--- src/sma_pkg.sv ---
`default_nettype none

package sma_pkg;

	// filter bank geometry
	localparam int NUM_CHANNELS = 4;
	localparam int CH_W = 2;

	// signed sample and average width
	localparam int DATA_W = 16;

	// largest window is 2^6 samples, so the memory holds 64 entries
	localparam int MAX_LOG2_WIN = 6;
	localparam int MEM_DEPTH = 1 << MAX_LOG2_WIN;

	// window code, values above MAX_LOG2_WIN are rejected
	localparam int WIN_CODE_W = 3;

	// running sum grows by one bit per doubling of the window
	localparam int SUM_W = DATA_W + MAX_LOG2_WIN;

	// tagged input sample
	typedef struct packed {
		logic [CH_W-1:0] channel;
		logic signed [DATA_W-1:0] data;
	} sample_t;

	// tagged output average
	typedef struct packed {
		logic [CH_W-1:0] channel;
		logic signed [DATA_W-1:0] average;
	} result_t;

endpackage

`default_nettype wire

--- src/moving_average.sv ---
`default_nettype none
`timescale 1ns/1ps

module moving_average (
	input wire i_clk,
	input wire i_rst_n,
	input wire i_update,
	input wire i_clear,
	input wire [sma_pkg::WIN_CODE_W-1:0] i_log2_win,
	input wire signed [sma_pkg::DATA_W-1:0] i_data,
	output logic o_valid,
	output logic signed [sma_pkg::DATA_W-1:0] o_average
);
	import sma_pkg::*;

	// circular sample history
	logic signed [DATA_W-1:0] mem [MEM_DEPTH];

	logic [MAX_LOG2_WIN-1:0] wr_idx;
	logic signed [SUM_W-1:0] sum;
	// number of entries written since the last clear, saturates at the window size
	logic [MAX_LOG2_WIN:0] fill;

	logic [MAX_LOG2_WIN:0] win_size;
	logic [MAX_LOG2_WIN-1:0] win_mask;

	logic [MAX_LOG2_WIN-1:0] base_idx;
	logic signed [SUM_W-1:0] base_sum;
	logic [MAX_LOG2_WIN:0] base_fill;
	logic window_full;

	logic signed [DATA_W-1:0] old_sample;
	logic signed [SUM_W-1:0] new_sum;
	logic signed [SUM_W-1:0] shifted_sum;
	logic [MAX_LOG2_WIN-1:0] next_idx;
	logic [MAX_LOG2_WIN:0] next_fill;

	assign win_size = (MAX_LOG2_WIN + 1)'(1) << i_log2_win;
	assign win_mask = MAX_LOG2_WIN'(win_size - 1'b1);

	always_comb begin
		// a clear restarts the window, a sample in the same cycle becomes its first entry
		if (i_clear) begin
			base_idx = '0;
			base_sum = '0;
			base_fill = '0;
		end else begin
			base_idx = wr_idx;
			base_sum = sum;
			base_fill = fill;
		end

		window_full = (base_fill == win_size);

		// entries not written since the clear count as zero
		if (window_full) begin
			old_sample = mem[base_idx];
		end else begin
			old_sample = '0;
		end

		new_sum = base_sum + SUM_W'(i_data) - SUM_W'(old_sample);

		// divide by the full window, so early results are zero-padded
		shifted_sum = new_sum >>> i_log2_win;

		// index wraps at the window size, not at the memory depth
		next_idx = (base_idx + 1'b1) & win_mask;

		if (window_full) begin
			next_fill = base_fill;
		end else begin
			next_fill = base_fill + 1'b1;
		end
	end

	always_ff @(posedge i_clk or negedge i_rst_n) begin
		if (!i_rst_n) begin
			wr_idx <= '0;
			sum <= '0;
			fill <= '0;
			o_valid <= 1'b0;
		end else begin
			o_valid <= i_update;
			if (i_update) begin
				wr_idx <= next_idx;
				sum <= new_sum;
				fill <= next_fill;
			end else if (i_clear) begin
				wr_idx <= '0;
				sum <= '0;
				fill <= '0;
			end
		end
	end

	// history and average carry no reset
	always_ff @(posedge i_clk) begin
		if (i_update) begin
			mem[base_idx] <= i_data;
			// average never exceeds the largest sample magnitude, upper bits are sign
			o_average <= shifted_sum[DATA_W-1:0];
		end
	end

endmodule

`default_nettype wire

--- config.mk ---
export PLATFORM = sky130hd
export DESIGN_NAME = moving_average
export DESIGN_NICKNAME = d
export VERILOG_FILES = /design/src/sma_pkg.sv /design/src/moving_average.sv
export SDC_FILE = /design/constraint.sdc
export NUM_CORES = 1
export LEC_CHECK = 0
export CAP_MARGIN = 10
export CORE_UTILIZATION = 33
export DETAILED_ROUTE_END_ITERATION = 10
export DONT_BUFFER_PORTS = 1
export GPL_TIMING_DRIVEN = 1
export PLACE_DENSITY_LB_ADDON = 0.2
export SETUP_SLACK_MARGIN = 0.02
export SLEW_MARGIN = 40
export SYNTH_ARGS = -nofsm -noshare
export SYNTH_HDL_FRONTEND = slang
export SYNTH_SLANG_ARGS = --single-unit
--- constraint.sdc ---
create_clock -name i_clk -period 7.9 [get_ports i_clk]
set_input_delay 0.395 -clock i_clk [delete_from_list [all_inputs] [get_ports i_clk]]
set_output_delay 0.395 -clock i_clk [all_outputs]
set_load 0.01 [all_outputs]
== After elaboration in Yosys (flattened, before gate mapping) ==
Memories as Yosys holds them, arrays and structs flattened.
Index checks and enable logic that the tools add are counted.
Widths: inputs -> output; s select.

* RAM bits: 1,024
* Latch bits: 0
* Register bits: 52
* Bits of input ports: 23
* Bits in read-only memories: 0
* Memories kept: 1
* Output and inout port bits: 17

* Div/mod/pow operators: 0
* Multiply operators: 0
* Bitwise operators: 1
* Reduce and logical (&&, ||, !) cells: 0
* Equality and inequality tests: 1
* Mux-type cells: 10
* Add/sub/neg operators: 5
* Magnitude comparators: 0
* Shift operators: 2

{| class="wikitable"
|+ Memories
! memory !! depth !! bits a word !! read ports !! clocked after memory_dff !! write ports !! line !! source
|-
| mem || 64 || 16 || 1 || 0 || 1 || moving_average.sv:17 || <nowiki>logic signed [DATA_W-1:0] mem [MEM_DEPTH];</nowiki>
|}

{| class="wikitable"
|+ Operator list
! kind !! number
|-
| $mux 22 || 2
|-
| $add 22x16->22 || 1
|-
| $sshr 22x3->16 || 1
|-
| $sub 22x16->22 || 1
|-
| $mux 7 || 3
|-
| $mux 16 || 1
|-
| $mux 6 || 2
|-
| $add 7x1->7 const B || 1
|-
| $eq 7x7->1 || 1
|-
| $shl 1x3->7 const A || 1
|-
| $add 6x1->6 const B || 1
|-
| $and 6x6->6 || 1
|-
| $sub 6x1->6 const B || 1
|-
| $mux 1 || 2
|}

== Depth between registers and ports, before layout ==
Gate-level depths: netlist of run 1.

* Word-level depth: 5
* Mapped depth: 24
* Depth with buffers taken out: 21

== Worst setup path before layout of run 1 ==
Ideal clock, no wire load.

* Path kind: in2reg
* From: in i_clear
* To: reg o_average[14] in the netlist's numbering, data pin
* Stages: 20
* Slack: 2.830 ns
* Data required time: 7.639 ns
* Arrival time: 4.809 ns
* Cells stage by stage: buf_2 > nor3b_1 > nand2_1 > clkbuf_1 > clkbuf_1 > o221ai_1 > o31ai_1 > nand4_1 > a21oi_1 > fa_1 > inv_1 > ha_1 > a211oi_1 > o211ai_1 > a22o_1 > a221o_1 > a221o_1 > a21oi_2 > xnor2_1 > o311a_1

* Longest elaborated chain between the ends: 5
* Elaborated cells on any way between the ends: 9
* Those cells by class: add/sub: 2; eq/ne: 1; shift: 1; mux: 4; memory: 1

{| class="wikitable"
|+ RTL lines
! item !! line !! source
|-
| start, declared || moving_average.sv:8 || <nowiki>input wire i_clear,</nowiki>
|-
| $mux 6 or $mux 7 (tied branches) || n/a ||
|-
| $mem_v2 64x16 or $eq 7x7->1 (tied branches) || n/a ||
|-
| $mux 16 || moving_average.sv:56 || <nowiki>if (window_full) begin</nowiki>
|-
| $sub 22x16->22 (*) || moving_average.sv:62 || <nowiki>new_sum = base_sum + SUM_W'(i_data) - SUM_W'(old_sample);</nowiki>
|-
| $sshr 22x3->16 (*) || moving_average.sv:65 || <nowiki>shifted_sum = new_sum >>> i_log2_win;</nowiki>
|-
| via shifted_sum[14] || moving_average.sv:34 || <nowiki>logic signed [SUM_W-1:0] shifted_sum;</nowiki>
|-
| end signal, assigned || moving_average.sv:102 || <nowiki>o_average <= shifted_sum[DATA_W-1:0];</nowiki>
|-
| end, declared || moving_average.sv:12 || <nowiki>output logic signed [sma_pkg::DATA_W-1:0] o_average</nowiki>
|}

Mark *: on every way through the listed nets, which the timed path passes. The rest lies on a longest branch.
A chain may end at the register's enable or synchronous reset.

== Worst setup path in the final report of run 1 ==
* From: reg wr_idx[0]
* To: reg o_average[14] in the netlist's numbering, data pin

* Longest elaborated chain between the ends: 5

{| class="wikitable"
|+ RTL lines
! item !! line !! source
|-
| start, declared || moving_average.sv:19 || <nowiki>logic [MAX_LOG2_WIN-1:0] wr_idx;</nowiki>
|-
| start signal, assigned || moving_average.sv:86 || <nowiki>wr_idx <= next_idx;</nowiki>
|-
| $mux 6 || n/a ||
|-
| $mem_v2 64x16 || n/a ||
|-
| $mux 16 || moving_average.sv:56 ||
|-
| $sub 22x16->22 || moving_average.sv:62 ||
|-
| $sshr 22x3->16 || moving_average.sv:65 ||
|-
| via shifted_sum[14] || moving_average.sv:34 ||
|}

The timed path passes the listed nets, and every way through them passes these cells.

==> summary.md, run 1 <==
| Metric | Value |
|---|---|
| Result of the run | completed |
| Post-CTS Setup Repair Bufs | 0 |
| Number of hold-slack violations in the final timing report | 0 |
| # resized after CTS | 0 |
| DRT antenna net count | 0 |
| Switching power summed over all nets | 3.55 mW |
| Io pins | 40 |
| Fraction of registers with async set/reset | 3.35% |
| Unrepaired setup endpoints after global routing | no |
| List of cells traversed by the critical path | nor3_1 -> nor2_4 -> buf_12 -> buf_4 -> nor2_1 -> a31oi_1 -> o221ai_1 -> o31ai_1 -> o2111ai_1 -> nor4_1 -> fa_1 -> inv_1 -> ha_1 -> nand3_1 -> nor4_1 -> a22o_1 -> a221o_1 -> mux2i_1 -> a31oi_1 -> a211oi_1 -> o311a_1 |
| Post-route clock period utilization | 91.3% |
| Dominant delay contributor by cell family on the critical path | compound AO/OA/AOI/OAI gates |
| Worst Path Max Fanout | 64 |
| Maximum buffer depth of the clock tree | 3 |
| Port buffer count | 0 |
| Delay of the slowest cell on the worst path | 0.73 ns |
| Via count | 26,800 |
| Leakage power figure | 16.5 nW |
| Total of flip-flops plus latches after synthesis | 1,076 |
| Reg clk slew, reported paths | 0.06 ns |
| Effective utilization at floorplan | 33.4% |
| Critical path launch point | wr_idx[0]$_DFF_PN0_ |
| Fraction of power consumed by combinational cells | 14.6% |
| Synthesized net count | 2,995 |
| Final Critical Period | 7.21 ns |
| Critical Setup Path Class | reg2reg |
| Synthesized area divided by synthesized cell count | 14.6 µm² |
| Number of instances in the synthesized netlist | 2,925 |
| Switching fraction of total power | 26.2% |
| Worst-case setup slack after placement | 1.03 ns |
| Clock share of power | 37.7% |
| Sequential-to-total area share from yosys stat | 75.0% |
| Number of enable-type register cells in the synthesized netlist | 1,040 |
| Post-Route Skew | 0.0338 ns |
| Critical path's slowest cell | dfrtp_2 |
| Post-Synthesis Cell Area | 42,800 µm² |
| Antenna violations before repair | 3 |
| Total die area | 131,000 µm² |
| Layout Area Growth over Synthesis | 16.2% |
| Global-route wire length before repair | 197 mm |
| Relative slew margins | 36.6% |
| Clock tree from TritonCTS | built |
| TritonCTS Sinks | 1,076 |
| Buffers and inverters on the worst path | 3 |
| Endpoint class of the critical path | flip-flop |
| Fraction of layout cells with a size suffix above 1 | 11.6% |
| # Max-Cap Violations | 0 |
| Grt total ovfl | 0 |
| Post-route setup slack | 0.687 ns |
| Hpwl dp | 79.8 mm |
| Yosys top cell by area | edfxtp_1 |
| Final Routed Wirelength | 138 mm |
| Top_reg_cell synth | edfxtp_1 |
| GRT Util Overall | 20.9% |
| Detailed router's first-iteration violation count | 3,265 |
| Standard cell area after detailed placement | 45,700 µm² |
| Number of failing setup endpoints in the final timing report | 0 |
| Crit path DAT | 7.80 ns |
| CTS H-Tree Depth | 3 |
| Die Y-Extent | 362 µm |
| Final instance area | 49,800 µm² |
| Storage cell area | 32,100 µm² |
| Final GP Congestion | 0.900 |
| Via-to-Cell Ratio | 5.52 |
| Max Transition Viols Final | 0 |
| Required @ worst endpoint | 8.49 ns |
| Max Fclk | 139 MHz |
| Most numerous cell types in the synthesized netlist | edfxtp_1, nand2_1, nor2_1 |
| Min-Delay Path Class | in2reg |
| Clock buffer count from CTS | 112 |
| Clock root buffer | clkbuf_16 |
| Routed len/inst | 28.5 µm |
| Pin count of the biggest net entering global routing | 74 |
| Aggregate negative setup slack | 0 ns |
| Worst reg2reg path startpoint | wr_idx[0]$_DFF_PN0_ |
| Vias in the first global route | 25,900 |
| Multi-input combinational cell area | 9870 µm² |
| Pwr Density | 272 nW/µm² |
| Fill cells | 12,000 |
| Drt pass-1 iters | 6 |
| Dominant cells by area after synthesis | edfxtp_1, nand2_1, nor2_1, o221ai_1, dfrtp_1 |
| Number of nets in the final layout | 3,104 |
| Chip Width | 362 µm |
| Kind of launch point of the worst setup path | flip-flop |
| Internal power | 10.0 mW |
| Placeable core area | 128,000 µm² |
| Relative contribution of sequential cells to total power | 47.7% |
| CTS Hold Bufs | 28 |
| Worst-Skew Late Latency | 0.73 ns |
| Actual transition at the worst max-transition pin | 0.944 ns |
| Hold Startpoint | i_log2_win[0] |
| Count of distinct cell types in the synthesized netlist | 66 |
| Count of warnings emitted by yosys | 0 |
| Peak supply drop | 0.159 mV |
| Number of remaining DRC errors | 0 |
| Std cell rows | 131 |
| Synth top area share | 72.9% |
| Most frequently used cell type in the post-synthesis netlist | edfxtp_1 |
## final timing paths
| check | endpoint | slack (ns) | cells past startpoint |
|---|---|---|---|
| min in group asynchronous | o_valid$_DFF_PN0_ | 0.16 | 2 |
| max reg2reg | o_average[14]$_DFFE_PP_ | 0.69 | 21 |
| min reg2reg | sum[20]$_DFF_PN0_ | 0.57 | 2 |
| max | o_average[14]$_DFFE_PP_ | 0.69 | 21 |
| min | o_average[12]$_DFFE_PP_ | 0.05 | 2 |
| max in group asynchronous | wr_idx[0]$_DFF_PN0_ | 7.47 | 2 |
## layer usage
layer | up-vias | global-route usage, % | routed length [µm] | part of all wire, %
li1 | 11600 | - | - | -
met5 | - | 0 | 0 | 0
met3 | 262 | 4.19 | 11100 | 8.1
met1 | 13800 | 28.8 | 59100 | 43
met4 | 0 | 7.08 | 4790 | 3.5
met2 | 1154 | 32.8 | 63300 | 46
## final cells by class
| type | count | share of cell area [%] |
|---|---|---|
| Sequential cell | 1076 | 64.6 |
| Timing Repair Buffer | 173 | 3.76 |
| Antenna cell | 1 | 0.00503 |
| Clock inverter | 60 | 1.01 |
| Multi-Input combinational cell | 1606 | 19.8 |
| Inverter | 65 | 0.495 |
| Clock buffer | 144 | 5.98 |
| Tap cell | 1729 | 4.35 |
## logic make-up after synthesis
kind of cell | Yosys count | share of synthesized area [%]
flip-flops | 1076 | 75.0
AO/OA/AOI/OAI | 632 | 10.1
multiplexers | 77 | 2.09
AND/OR/NAND/NOR | 820 | 8.25
buffers and inverters | 243 | 2.21
XOR/XNOR | 30 | 0.614
adder cells (fa/ha/maj) | 47 | 1.74
## flip-flops by register name, summed over array words and instances (netlist names)
signal and flops:
fill 7, o_valid 1, mem 1024, wr_idx 6, o_average 16, sum 22
## stage by stage
step / utilization, % / std cells / hold slack (ns) / power, mW
detailed placement: 35.6 / 4621 / 0.101 / 8.38
global route: 38.8 / 4853 / 0.0255 / 14.0
finish: 38.8 / 4854 / 0.0454 / 13.5
global placement: 35.6 / 4620 / 0.101 / 8.37
CTS: 38.8 / 4853 / 0.000831 / 13.6
floorplan: - / 2925 / 0.0994 / 7.84
## power by group through the flow
stage	clock [mW]	combinational, mW	sequential [mW]
6_report	5.10	1.98	6.46
5_1_grt	5.39	2.16	6.47
4_1_cts	5.20	1.96	6.46
3_5_place_dp	0	1.80	6.58
3_3_place_gp	0	1.78	6.58
2_1_floorplan	0	1.28	6.56
## cell usage in the layout (no fill, tap or decap), drive strengths merged, types with 19 or more instances in the layout
cell type / n
fa: 21
buf: 164
dfrtp: 36
mux2i: 60
nand2: 313
o22ai: 131
edfxtp: 1040
nor2: 283
o221ai: 116
nor3: 61
o211ai: 19
a31oi: 97
ha: 26
o31ai: 46
xnor2: 20
o21ai: 80
a21oi: 69
inv: 69
clkinv: 47
nand3: 47
clkbuf: 144
nand2b: 33
No activity file was read; power rests on OpenSTA's default activity.
==> run 2: changes to the inputs <==
--- a/config.mk
+++ b/config.mk
@@ -6,7 +6,7 @@
 export NUM_CORES = 1
 export LEC_CHECK = 0
 export CAP_MARGIN = 10
-export CORE_UTILIZATION = 33
+export CORE_UTILIZATION = 68
 export DETAILED_ROUTE_END_ITERATION = 10
 export DONT_BUFFER_PORTS = 1
 export GPL_TIMING_DRIVEN = 1
==> run 2 against run 1 <==
- flip-flop and latch count did not move
- die area is 51% lower
- clock skew grew 0.014 ns
- global-route usage increased by 18 points
- sequential share of layout area rose by 2.2 points
- maximum frequency down 0.32%
- critical path type unchanged
==> summary.md, run 2 (synthesis gave the netlist of run 1 again) <==
| Metric | Value |
|---|---|
| # Max-Cap Violations | 0 (unchanged) |
| Die Y-Extent | 253 µm (-30%) |
| Final Critical Period | 7.24 ns (+0.0234 ns) |
| Kind of launch point of the worst setup path | flip-flop |
| Worst Path Max Fanout | 20 (-69%) |
| Actual transition at the worst max-transition pin | 1.01 ns (+0.0637 ns) |
| Vias in the first global route | 27,300 (+5.3%) |
| Hpwl dp | 69.1 mm (-13%) |
| Internal power | 9.67 mW (-3.3%) |
| Highest-count cells in the layout ignoring fill and taps | edfxtp_1, nand2_1, nor2_1, o22ai_1, buf_4 |
| Final GP Congestion | 0.986 (+9.5%) |
| Result of the run | completed |
| Crit path DAT | 7.74 ns (-0.06 ns) |
| Final Routed Wirelength | 122 mm (-12%) |
| Critical Setup Path Class | reg2reg |
| Largest registers | mem x1024, sum x22, o_average x16 |
| TritonCTS Sinks | 1,076 (unchanged) |
| Maximum buffer depth of the clock tree | 3 (unchanged) |
| Peak supply drop | 0.225 mV (+42%) |
| Max Fclk | 138 MHz (-0.32%) |
| Io pins | 40 (unchanged) |
| Layout Area Growth over Synthesis | 12.3% |
| Global-route wire length before repair | 177 mm (-10%) |
| Number of hold-slack violations in the final timing report | 0 (unchanged) |
| Max Transition Viols Final | 0 (unchanged) |
| Pin count of the biggest net entering global routing | 73 (-1.4%) |
| Reg clk slew, reported paths | 0.06 ns (about the same) |
| Routed len/inst | 31.0 µm (+8.8%) |
| CTS H-Tree Depth | 3 (unchanged) |
| DRT antenna net count | 0 (unchanged) |
| Total die area | 64,000 µm² (-51%) |
| Relative contribution of sequential cells to total power | 49.5% (+1.8 points) |
| Post-route setup slack | 0.664 ns (-0.0234 ns) |
| Switching fraction of total power | 25.9% (-0.27 points) |
| Delay of the slowest cell on the worst path | 0.77 ns (+0.04 ns) |
| Post-route clock period utilization | 91.6% (+0.30 points) |
| Via count | 27,800 (+3.8%) |
| Via-to-Cell Ratio | 7.08 (+28%) |
| Fraction of layout cells with a size suffix above 1 | 11.0% (-0.62 points) |
| Worst-case setup slack after placement | 1.04 ns (+0.0147 ns) |
| Clock tree from TritonCTS | built |
| Min-Delay Path Class | in2reg |
| Most common library cell in the layout ignoring fill and taps | edfxtp_1 |
| Number of remaining DRC errors | 0 (unchanged) |
| Required @ worst endpoint | 8.40 ns (-0.09 ns) |
| Fraction of power consumed by combinational cells | 15.2% (+0.6 points) |
| Most prevalent standard cell on the critical path | buf_4 |
| Met3 track utilization from global routing | 10.8% (+6.6 points) |
| Number of non-filler instances in the completed layout | 3,927 (-19%) |
| Port buffer count | 0 (unchanged) |
| Most Crowded Layer GR | met2 |
| Clock share of power | 35.3% (-2.4 points) |
| Critical path's slowest cell | o31ai_2 |
| Detailed router's first-iteration violation count | 4,311 (+32%) |
| Leakage power figure | 16.3 nW (-1.5%) |
| Global-route met1 utilization | 51.9% (+23 points) |
| Endpoint class of the critical path | flip-flop |
| Number of failing setup endpoints in the final timing report | 0 (unchanged) |
| Most flop-heavy register | mem |
| Grt total ovfl | 0 (unchanged) |
| Relative slew margins | 32.4% (-4.1 points) |
| Drt pass-1 iters | 7 (+1) |
| Post-Route Skew | 0.0483 ns (+0.0144 ns) |
| Global Route met2 Usage | 58.8% (+26 points) |
| Placeable core area | 61,900 µm² (-52%) |
| Aggregate negative setup slack | 0 ns (unchanged) |
| # resized after CTS | 0 (unchanged) |
| Number of placed instances with taps included | 3,720 (-19%) |
| GRT Util Overall | 38.8% (+18 points) |
| Clock root buffer | clkbuf_16 |
| List of cells traversed by the critical path | nand2b_4 -> inv_4 -> buf_4 -> nand2_1 -> a31oi_1 -> o221ai_1 -> o31ai_2 -> o2111ai_1 -> buf_4 -> nor4_1 -> buf_4 -> fa_1 -> inv_1 -> ha_1 -> nand3_1 -> nor4_1 -> a22o_1 -> a221o_1 -> mux2i_1 -> a31oi_1 -> a211oi_1 -> o311a_1 |
| Unrepaired setup endpoints after global routing | no |
| Pwr Density | 271 nW/µm² (-0.33%) |
| Std cell rows | 91 (-31%) |
| Worst-Skew Late Latency | 0.68 ns (-0.05 ns) |
| Effective utilization at floorplan | 69.1% (+36 points) |
| Antenna violations before repair | 4 (+1) |
| Largest register FFs | 1,024 (unchanged) |
| Chip Width | 253 µm (-30%) |
| Number of nets in the final layout | 3,080 (-0.77%) |
| Switching power summed over all nets | 3.38 mW (-4.7%) |
| Antenna diode count | 0 (-1) |
| Clock buffer count from CTS | 102 (-8.9%) |
==> run 2: path summary, 6_finish.rpt <==
path	endpoint	startpoint	slack, ns	depth (start not counted)
worst min-delay path	fill[0]$_DFF_PN0_	i_clear	0.03	2
worst min register to register	sum[0]$_DFF_PN0_	sum[0]$_DFF_PN0_	0.58	2
worst max-delay path	o_average[14]$_DFFE_PP_	wr_idx[0]$_DFF_PN0_	0.66	22
max in group asynchronous	o_valid$_DFF_PN0_	i_rst_n	7.36	2
min in group asynchronous	wr_idx[2]$_DFF_PN0_	i_rst_n	0.30	2
worst max register to register	o_average[14]$_DFFE_PP_	wr_idx[0]$_DFF_PN0_	0.66	22
==> run 2: layout make-up <==
class,count,area [µm²]
Sequential cell,1076,32100
Fill cell,3522,13800
Multi-Input combinational cell,1606,9890
Clock buffer,128,2700
Timing Repair Buffer,159,1680
Tap cell,837,1050
Clock inverter,56,407
Inverter,65,246
==> run 2: metrics by stage <==
step	instance area [µm²]	hold WS (ns)	power [mW]	utilization (%)
2_1_floorplan	42800	0.0994	7.84	-
3_3_place_gp	44400	0.100	8.32	71.7
3_5_place_dp	44400	0.100	8.36	71.7
4_1_cts	48100	0.00131	13.0	77.6
5_1_grt	48100	0.0234	13.4	77.7
6_report	48100	0.0322	13.1	77.7
==> run 2: layer usage <==
layer	routed length, µm	vias up
met5	27	-
met4	7500	4
met3	17500	465
met2	55000	2311
met1	41700	13500
li1	-	11500
==> run 2: worst max-delay path, delay by kind of cell (launching register included) <==
kind	cells	cell delay [ns]
multiplexers	1	0.44
flip-flops	1	0.73
AO/OA/AOI/OAI	9	2.47
buffers and inverters	5	1.20
AND/OR/NAND/NOR	5	1.47
adder cells (fa/ha/maj)	2	0.72
==> run 2: power by group through the flow <==
stage	Sequential, mW	Clock [mW]	Combinational (mW)
6_report	6.46	4.61	1.98
5_1_grt	6.47	4.82	2.13
4_1_cts	6.46	4.60	1.93
3_5_place_dp	6.58	0	1.78
3_3_place_gp	6.58	0	1.75
2_1_floorplan	6.56	0	1.28
==> run 2: repair_timing <==
action                      CTS  global route
hold endpoints to repair   1117             0
hold buffers                 23             0
setup buffers                 0             0
setup endpoints to repair     0             0
